### config.mk
export PLATFORM = sky130hd
export DESIGN_NAME = tia_object_graphics
export DESIGN_NICKNAME = d
export VERILOG_FILES = /design/src/tia_object_pkg.sv /design/src/tia_object_ctrl_if.sv /design/src/tia_register_decoder.sv /design/src/tia_position_counter.sv /design/src/tia_object_mixer.sv /design/src/tia_object_graphics.sv
export VERILOG_INCLUDE_DIRS = /design/src
export SDC_FILE = /design/constraint.sdc
export NUM_CORES = 1
export LEC_CHECK = 0
export BUFFER_PORTS_ARGS = -buffer_cell sky130_fd_sc_hd__buf_2
export CAP_MARGIN = 20
export CELL_PAD_IN_SITES_DETAIL_PLACEMENT = 0
export CELL_PAD_IN_SITES_GLOBAL_PLACEMENT = 2
export CORE_UTILIZATION = 37
export CTS_BUF_LIST = sky130_fd_sc_hd__clkbuf_16
export DETAILED_ROUTE_END_ITERATION = 8
export GPL_TIMING_DRIVEN = 0
export PLACE_DENSITY = 0.87
export SETUP_SLACK_MARGIN = 0.02
export SYNTH_ARGS = -nofsm -noshare
export SYNTH_HDL_FRONTEND = slang
export SYNTH_SLANG_ARGS = --single-unit
### constraint.sdc
create_clock -name clkp -period 2.1 [get_ports clkp]
set_clock_uncertainty 0.05 [all_clocks]
set_input_delay 0.105 -clock clkp [delete_from_list [all_inputs] [get_ports clkp]]
set_output_delay 0.105 -clock clkp [all_outputs]
set_load 0.005 [all_outputs]
### src/tia_object_config.svh
`ifndef TIA_OBJECT_CONFIG_SVH
`define TIA_OBJECT_CONFIG_SVH

// Ball, missile 0 and missile 1.
`define TIA_NUM_OBJECTS 3
`define TIA_NUM_PAIRS   3

// Position counter codes.
`define TIA_LFSR_W      6
`define TIA_LFSR_END    6'b101101
`define TIA_LFSR_ERR    6'b111111

// Host bus.
`define TIA_ADDR_W      6
`define TIA_DATA_W      8

// Shared registers above the per-object block.
`define TIA_ADDR_GRSHIFT 6'h30
`define TIA_ADDR_CXCLR   6'h31

`endif

### src/tia_object_pkg.sv
package tia_object_pkg;

    // Decoded register operation, one per host write.
    typedef enum logic [2:0] {
        OP_NONE    = 3'd0,
        OP_RES     = 3'd1,                   // Position reset strobe.
        OP_ENA     = 3'd2,                   // Enable, data bit 1.
        OP_SIZE    = 3'd3,                   // Size code, data bits 5:4.
        OP_VDEL    = 3'd4,                   // Vertical delay, data bit 0.
        OP_GRSHIFT = 3'd5,                   // Swaps the delayed enable.
        OP_CXCLR   = 3'd6                    // Clears all collision flags.
    } reg_op_e;

    // Object width is 2**code motion clocks.
    typedef logic [1:0] size_code_t;

    // Width in motion clocks for a size code.
    function automatic logic [3:0] size_to_width(size_code_t code);
        logic [3:0] width;
        width = 4'd1 << code;
        return width;
    endfunction

endpackage

### src/tia_object_ctrl_if.sv
`timescale 1ns/1ps

interface tia_object_ctrl_if;

    logic                       res_stb;
    logic                       ena_stb;
    logic                       ena_val;
    logic                       size_stb;
    tia_object_pkg::size_code_t size_val;
    logic                       vdel_stb;
    logic                       vdel_val;
    logic                       grshift_stb;    // Same on every object.

    modport decoder (
        output res_stb,
        output ena_stb,
        output ena_val,
        output size_stb,
        output size_val,
        output vdel_stb,
        output vdel_val,
        output grshift_stb
    );

    modport counter (
        input res_stb,
        input ena_stb,
        input ena_val,
        input size_stb,
        input size_val,
        input vdel_stb,
        input vdel_val,
        input grshift_stb
    );

endinterface

### src/tia_register_decoder.sv
`timescale 1ns/1ps
`include "tia_object_config.svh"

module tia_register_decoder (
    input  logic                   clkp,
    input  logic                   reset,
    input  logic                   wr_en,
    input  logic [`TIA_ADDR_W-1:0] wr_addr,
    input  logic [`TIA_DATA_W-1:0] wr_data,
    tia_object_ctrl_if.decoder     ctrl [`TIA_NUM_OBJECTS],
    output logic                   cxclr_stb
);

    localparam int IDX_W = $clog2(`TIA_NUM_OBJECTS);

    tia_object_pkg::reg_op_e    op_d;
    tia_object_pkg::reg_op_e    op_q;
    logic [IDX_W-1:0]           idx_d;
    logic [IDX_W-1:0]           idx_q;
    logic                       ena_q;
    tia_object_pkg::size_code_t size_q;
    logic                       vdel_q;

    // Four registers per object, then the two shared strobes.
    always_comb begin
        op_d  = tia_object_pkg::OP_NONE;
        idx_d = '0;
        if (wr_en) begin
            if (wr_addr == `TIA_ADDR_GRSHIFT) begin
                op_d = tia_object_pkg::OP_GRSHIFT;
            end else if (wr_addr == `TIA_ADDR_CXCLR) begin
                op_d = tia_object_pkg::OP_CXCLR;
            end else if (wr_addr[`TIA_ADDR_W-1:2] < `TIA_NUM_OBJECTS) begin
                idx_d = wr_addr[2 +: IDX_W];
                case (wr_addr[1:0])
                    2'd0:    op_d = tia_object_pkg::OP_RES;
                    2'd1:    op_d = tia_object_pkg::OP_ENA;
                    2'd2:    op_d = tia_object_pkg::OP_SIZE;
                    default: op_d = tia_object_pkg::OP_VDEL;
                endcase
            end
        end
    end

    always_ff @(posedge clkp) begin
        if (reset) begin
            op_q  <= tia_object_pkg::OP_NONE;
            idx_q <= '0;
        end else begin
            op_q  <= op_d;
            idx_q <= idx_d;
        end
    end

    // Data fields of the last write.
    always_ff @(posedge clkp) begin
        if (reset) begin
            ena_q  <= 1'b0;
            size_q <= '0;
            vdel_q <= 1'b0;
        end else if (wr_en) begin
            ena_q  <= wr_data[1];
            size_q <= wr_data[5:4];
            vdel_q <= wr_data[0];
        end
    end

    for (genvar i = 0; i < `TIA_NUM_OBJECTS; i++) begin : g_ctrl
        logic hit;

        assign hit = (idx_q == IDX_W'(i));

        assign ctrl[i].res_stb     = hit && (op_q == tia_object_pkg::OP_RES);
        assign ctrl[i].ena_stb     = hit && (op_q == tia_object_pkg::OP_ENA);
        assign ctrl[i].size_stb    = hit && (op_q == tia_object_pkg::OP_SIZE);
        assign ctrl[i].vdel_stb    = hit && (op_q == tia_object_pkg::OP_VDEL);
        assign ctrl[i].grshift_stb = (op_q == tia_object_pkg::OP_GRSHIFT);
        assign ctrl[i].ena_val     = ena_q;
        assign ctrl[i].size_val    = size_q;
        assign ctrl[i].vdel_val    = vdel_q;
    end

    assign cxclr_stb = (op_q == tia_object_pkg::OP_CXCLR);

endmodule

### src/tia_position_counter.sv
`timescale 1ns/1ps
`include "tia_object_config.svh"

module tia_position_counter (
    input  logic               clkp,
    input  logic               reset,
    input  logic               motck_en,
    tia_object_ctrl_if.counter ctrl,
    output logic               obj_pix
);

    logic [1:0]                 phase;
    logic [`TIA_LFSR_W-1:0]     lfsr;
    logic [`TIA_LFSR_W-1:0]     lfsr_next;
    logic                       step;
    logic                       at_end;
    logic                       at_err;
    logic                       wrap;
    logic                       ena_new;
    logic                       ena_old;
    logic                       vdel;
    logic                       eff_en;
    tia_object_pkg::size_code_t size;
    logic [3:0]                 draw_cnt;

    // One LFSR step every fourth motion clock.
    assign step   = motck_en && (phase == 2'd3);
    assign at_end = (lfsr == `TIA_LFSR_END);
    assign at_err = (lfsr == `TIA_LFSR_ERR);
    assign wrap   = step && at_end;

    // XNOR feedback; the all-ones state would otherwise lock up.
    always_comb begin
        if (at_end || at_err) begin
            lfsr_next = '0;
        end else begin
            lfsr_next = {~(lfsr[1] ^ lfsr[0]), lfsr[`TIA_LFSR_W-1:1]};
        end
    end

    always_ff @(posedge clkp) begin
        if (reset || ctrl.res_stb) begin
            phase <= 2'd0;
        end else if (motck_en) begin
            phase <= phase + 2'd1;               // Wraps 3 to 0.
        end
    end

    always_ff @(posedge clkp) begin
        if (reset || ctrl.res_stb) begin
            lfsr <= '0;
        end else if (step) begin
            lfsr <= lfsr_next;
        end
    end

    // Width down-counter, loaded at the wrap.
    always_ff @(posedge clkp) begin
        if (reset || ctrl.res_stb) begin
            draw_cnt <= '0;                      // Drawing stops on RES.
        end else if (wrap) begin
            draw_cnt <= tia_object_pkg::size_to_width(size);
        end else if (motck_en && (draw_cnt != '0)) begin
            draw_cnt <= draw_cnt - 4'd1;
        end
    end

    // Enable, delayed enable, vertical delay and size.
    always_ff @(posedge clkp) begin
        if (reset) begin
            ena_new <= 1'b0;
            ena_old <= 1'b0;
            vdel    <= 1'b0;
            size    <= '0;
        end else begin
            if (ctrl.ena_stb) begin
                ena_new <= ctrl.ena_val;
            end
            if (ctrl.grshift_stb) begin
                ena_old <= ena_new;              // Graphics write swaps it in.
            end
            if (ctrl.vdel_stb) begin
                vdel <= ctrl.vdel_val;
            end
            if (ctrl.size_stb) begin
                size <= ctrl.size_val;
            end
        end
    end

    assign eff_en  = vdel ? ena_old : ena_new;
    assign obj_pix = eff_en && (draw_cnt != '0);

endmodule

### src/tia_object_mixer.sv
`timescale 1ns/1ps
`include "tia_object_config.svh"

module tia_object_mixer (
    input  logic                        clkp,
    input  logic                        reset,
    input  logic [`TIA_NUM_OBJECTS-1:0] obj_pix_in,
    input  logic                        cxclr_stb,
    output logic [`TIA_NUM_OBJECTS-1:0] obj_pix,
    output logic                        pix_valid,
    output logic [1:0]                  pix_obj,
    output logic [`TIA_NUM_PAIRS-1:0]   collisions
);

    logic [1:0]                prio_obj;
    logic [`TIA_NUM_PAIRS-1:0] overlap;

    // Lowest index wins.
    always_comb begin
        prio_obj = 2'd0;
        for (int i = `TIA_NUM_OBJECTS - 1; i >= 0; i--) begin
            if (obj_pix_in[i]) begin
                prio_obj = 2'(i);
            end
        end
    end

    // Pairs in order 0-1, 0-2, 1-2.
    always_comb begin
        int pair;
        pair    = 0;
        overlap = '0;
        for (int a = 0; a < `TIA_NUM_OBJECTS; a++) begin
            for (int b = a + 1; b < `TIA_NUM_OBJECTS; b++) begin
                overlap[pair] = obj_pix_in[a] && obj_pix_in[b];
                pair++;
            end
        end
    end

    always_ff @(posedge clkp) begin
        if (reset) begin
            obj_pix    <= '0;
            pix_valid  <= 1'b0;
            pix_obj    <= 2'd0;
            collisions <= '0;
        end else begin
            obj_pix    <= obj_pix_in;
            pix_valid  <= |obj_pix_in;
            pix_obj    <= prio_obj;
            // A new overlap beats the clear.
            collisions <= (collisions & ~{`TIA_NUM_PAIRS{cxclr_stb}}) | overlap;
        end
    end

endmodule

### src/tia_object_graphics.sv
`timescale 1ns/1ps
`include "tia_object_config.svh"

module tia_object_graphics (
    input  logic                        clkp,
    input  logic                        reset,
    input  logic                        motck_en,
    input  logic                        wr_en,
    input  logic [`TIA_ADDR_W-1:0]      wr_addr,
    input  logic [`TIA_DATA_W-1:0]      wr_data,
    output logic [`TIA_NUM_OBJECTS-1:0] obj_pix,
    output logic                        pix_valid,
    output logic [1:0]                  pix_obj,
    output logic [`TIA_NUM_PAIRS-1:0]   collisions
);

    tia_object_ctrl_if ctrl [`TIA_NUM_OBJECTS] ();

    logic [`TIA_NUM_OBJECTS-1:0] obj_pix_raw;   // Unregistered counter pixels.
    logic                        cxclr_stb;

    tia_register_decoder u_decoder (
        .clkp      (clkp),
        .reset     (reset),
        .wr_en     (wr_en),
        .wr_addr   (wr_addr),
        .wr_data   (wr_data),
        .ctrl      (ctrl),
        .cxclr_stb (cxclr_stb)
    );

    // Ball, missile 0, missile 1.
    for (genvar i = 0; i < `TIA_NUM_OBJECTS; i++) begin : g_obj
        tia_position_counter u_counter (
            .clkp     (clkp),
            .reset    (reset),
            .motck_en (motck_en),
            .ctrl     (ctrl[i]),
            .obj_pix  (obj_pix_raw[i])
        );
    end

    tia_object_mixer u_mixer (
        .clkp       (clkp),
        .reset      (reset),
        .obj_pix_in (obj_pix_raw),
        .cxclr_stb  (cxclr_stb),
        .obj_pix    (obj_pix),
        .pix_valid  (pix_valid),
        .pix_obj    (pix_obj),
        .collisions (collisions)
    );

endmodule

==> results.cfg <==
[power_and_ir_drop]
vdd_ir_drop_max_v = 0.000442
p_leak_nw = 1.47
powerDensity_nw_per_um2 = 1000
power.total_w = 0.00379

[synthesis]
syn_area_um2 = 3150
synth-seq-cells = 69
synth_xor_area_frac = 0.0167
ys_warn_count = 0
avgSynthCellArea_um2 = 9.40
ys.flop_type = dfxtp_1
synth_top_family_by_area = simple AND/OR/NAND/NOR gates
netlist-cell-type-count = 46
syn_nets = 369
syn_inst = 335
synth_fa_ha_area_frac = 0.0635
synth_compound_area_frac = 0.160
synth-async-reset-ratio = 0
synth.mux.area_fraction = 0.0679
ys_seq_area_frac = 0.438
synth_edf_count = 0
synth-simple-area-share = 0.215

[worst_setup_path]
cpMostUsedCell = nor3b_1
critPathArrivalTime_ns = 2.06
cp-end-kind = flop
worst-path-buf-inv = 1
critPathTopFamily = simple AND/OR/NAND/NOR gates
worstPathRequired_ns = 2.30
critPathMaxStageDelay_ns = 0.58
crit_fanout = 5
critical_path.slowest_cell = nor3b_1
path_cells = inv_1 > ha_1 > or3b_1 > nor3b_1 > nor3b_1
worst-setup-path-type = reg2reg
start_kind = flop

[detailed_routing]
routedWlPerCell_um = 12.5
drc = 0
drt_iter0_drc = 89
num_vias = 2415
top_layer = met4
ant_nets = 0
wl_met2_um = 2610
drtPass1Iterations = 4
viasPerCell = 5.00
met1_length_um = 3130
dr_wl_met3_um = 174
routed_wl_um = 6050

[status]
status = completed

[floorplanning]
io_pins = 27
row_count = 33
core_area_um2 = 8220
die_h_um = 94.3
die_x_um = 94.3
start_util = 0.383
die-area_um2 = 8890

[placed_design]
place_area_um2 = 3380
place_hpwl_um = 4330
port_buffers = 20
gp_congestion = 0.768
dpl.cell_count = 460

[global_route]
grt_max_degree = 13
grt_pass1_wl_um = 10400
grt_pass1_vias = 2242
track_usage = 0.154
grt_overflow = 0
antenna_found_initial = 0

[final_layout]
final_area_um2 = 3770
final_util = 0.459
fillers = 773
multi_input_area_um2 = 1650
fin_cells = 483
regArea_um2 = 1380
n_antenna_cell = 0
finalNetCount = 407
drive_above_1_share = 0.143
synthToLayoutAreaGrowth_pct = 19.6

[cts]
cts_tree = yes
cts_setup_buffers = 0
ctsLongestPathBuffers = 2
clk_pin_slew_ns = 0.06
hold_buffers = 7
h-tree-depth = 3
numCtsBuffers = 9
cts_root_buffer = clkbuf_16
clock_latency_ns = 0.33
tritoncts_num_sinks = 69
cts_resized = 0

[timing]
setup_viol = 0
tightest_slew_ns = 0.736
drv_slew = 0
grt_setup_unrepaired = no
period_minus_slack_ns = 1.86
setup_tns_ns = 0
worst_slew_margin_rel = 0.508
max_freq_mhz = 536
final-hold-violation-count = 0
fin_crit_sh = 0.888

[flow_run]
drv_cap = 0

[worst_hold_path]
hp-class = in2reg
[registers in the layout, summed over array words and instances, names as in the netlist]
register	cells
u_decoder.op_q	3
g_obj.u_counter.lfsr	18
u_decoder.ctrl.size_val	2
u_mixer.collisions	3
u_mixer.pix_valid	1
u_decoder.ctrl.vdel_val	1
g_obj.u_counter.draw_cnt	12
g_obj.u_counter.vdel	3
u_decoder.idx_q	2
g_obj.u_counter.phase	6
g_obj.u_counter.ena_old	3
u_decoder.ctrl.ena_val	1
g_obj.u_counter.size	6
g_obj.u_counter.ena_new	3
u_mixer.obj_pix	3
u_mixer.pix_obj	2
[cell families after synthesis]
family,count (synthesis)
AND/OR/NAND/NOR,123
AO/OA/AOI/OAI,73
flip-flops,69
buffers and inverters,27
multiplexers,21
adder cells (fa/ha/maj),16
XOR/XNOR,6
[routing by layer]
layer | vias to the layer above | track usage
met1 | 1094 | 0.198
met2 | 39 | 0.234
met4 | 0 | 0.0923
li1 | 1270 | -
met5 | - | 0
met3 | 12 | 0.0340
[layout by cell type (no fill, tap or decap), types with 3 or more instances in the layout]
cell type / netlist / final
inv_1: 17 / 17
nor2b_1: 7 / 7
a21oi_1: 27 / 27
ha_1: 16 / 16
buf_2: 5 / 25
mux2i_1: 18 / 18
nor3_1: 7 / 7
a211oi_1: 5 / 5
a22o_1: 18 / 18
mux2_2: 3 / 3
o21ai_0: 5 / 5
nand3_1: 12 / 12
nand2_1: 29 / 29
nor3b_1: 5 / 5
o2111ai_1: 3 / 3
nand3b_1: 8 / 8
a21o_1: 3 / 3
nand2b_1: 5 / 5
dfxtp_1: 69 / 69
clkbuf_16: 0 / 9
a311o_1: 3 / 3
xnor2_1: 6 / 6
dlygate4sd3_1: 0 / 7
or3_1: 4 / 4
nor2_1: 30 / 30
[power breakdown]
| part | leakage (nW) | internal [W] | switching, W | total (W) |
|---|---|---|---|---|
| sequential | 0.559 | 0.00141 | 0.0000791 | 0.00149 |
| combinational | 0.762 | 0.000358 | 0.000344 | 0.000702 |
| clock | 0.153 | 0.00103 | 0.000561 | 0.00159 |
[path summary, 6_finish.rpt]
kind | start | end | slack, ns | cells after the start
worst min-delay path | wr_addr[4] | u_decoder.op_q[2] | 0.06 | 4
worst max register to register | g_obj[2].u_counter.draw_cnt[1] | u_mixer.pix_obj[1] | 0.24 | 5
worst max-delay path | g_obj[2].u_counter.draw_cnt[1] | u_mixer.pix_obj[1] | 0.24 | 5
worst min register to register | g_obj[0].u_counter.vdel | g_obj[0].u_counter.vdel | 0.41 | 2
[cell type report]
class	count	area share
sequential	69	0.367
timing repair buffer	27	0.0452
clock inverter	7	0.0239
multi-input combinational	239	0.438
buffer	10	0.0146
inverter	17	0.0169
tap	105	0.0349
clock buffer	9	0.0598
[through the flow]
stage,setup WS [ns],hold slack [ns]
6_report,0.236,0.0554
5_1_grt,0.0614,0.127
4_1_cts,0.215,0.0500
3_5_place_dp,0.247,0.287
3_3_place_gp,0.281,0.285
2_1_floorplan,0.441,0.201
[cells in the mapped netlist (4+ instances only)]
cell type  number  area share
nand2_1        29       0.035
a22o_1         18       0.050
or3_1           4      0.0079
a211oi_1        5       0.012
nand2b_1        5      0.0099
nor3_1          7       0.011
nor2b_1         7       0.014
nand3_1        12       0.019
mux2i_1        18       0.057
inv_1          17       0.020
nand3b_1        8       0.019
a21oi_1        27       0.043
nor2_1         30       0.036
o21ai_0         5      0.0079
xnor2_1         6       0.017
buf_2           5      0.0079
ha_1           16       0.064
nor3b_1         5       0.012
dfxtp_1        69        0.44
[worst min-delay path: cells and delay by family]
| family | cells | cell delay (ns) |
|---|---|---|
| compound gates | 2 | 0.12 |
| buf+inv | 1 | 0.08 |
| simple gates | 1 | 0.07 |
(Power assumes the default switching activity.)
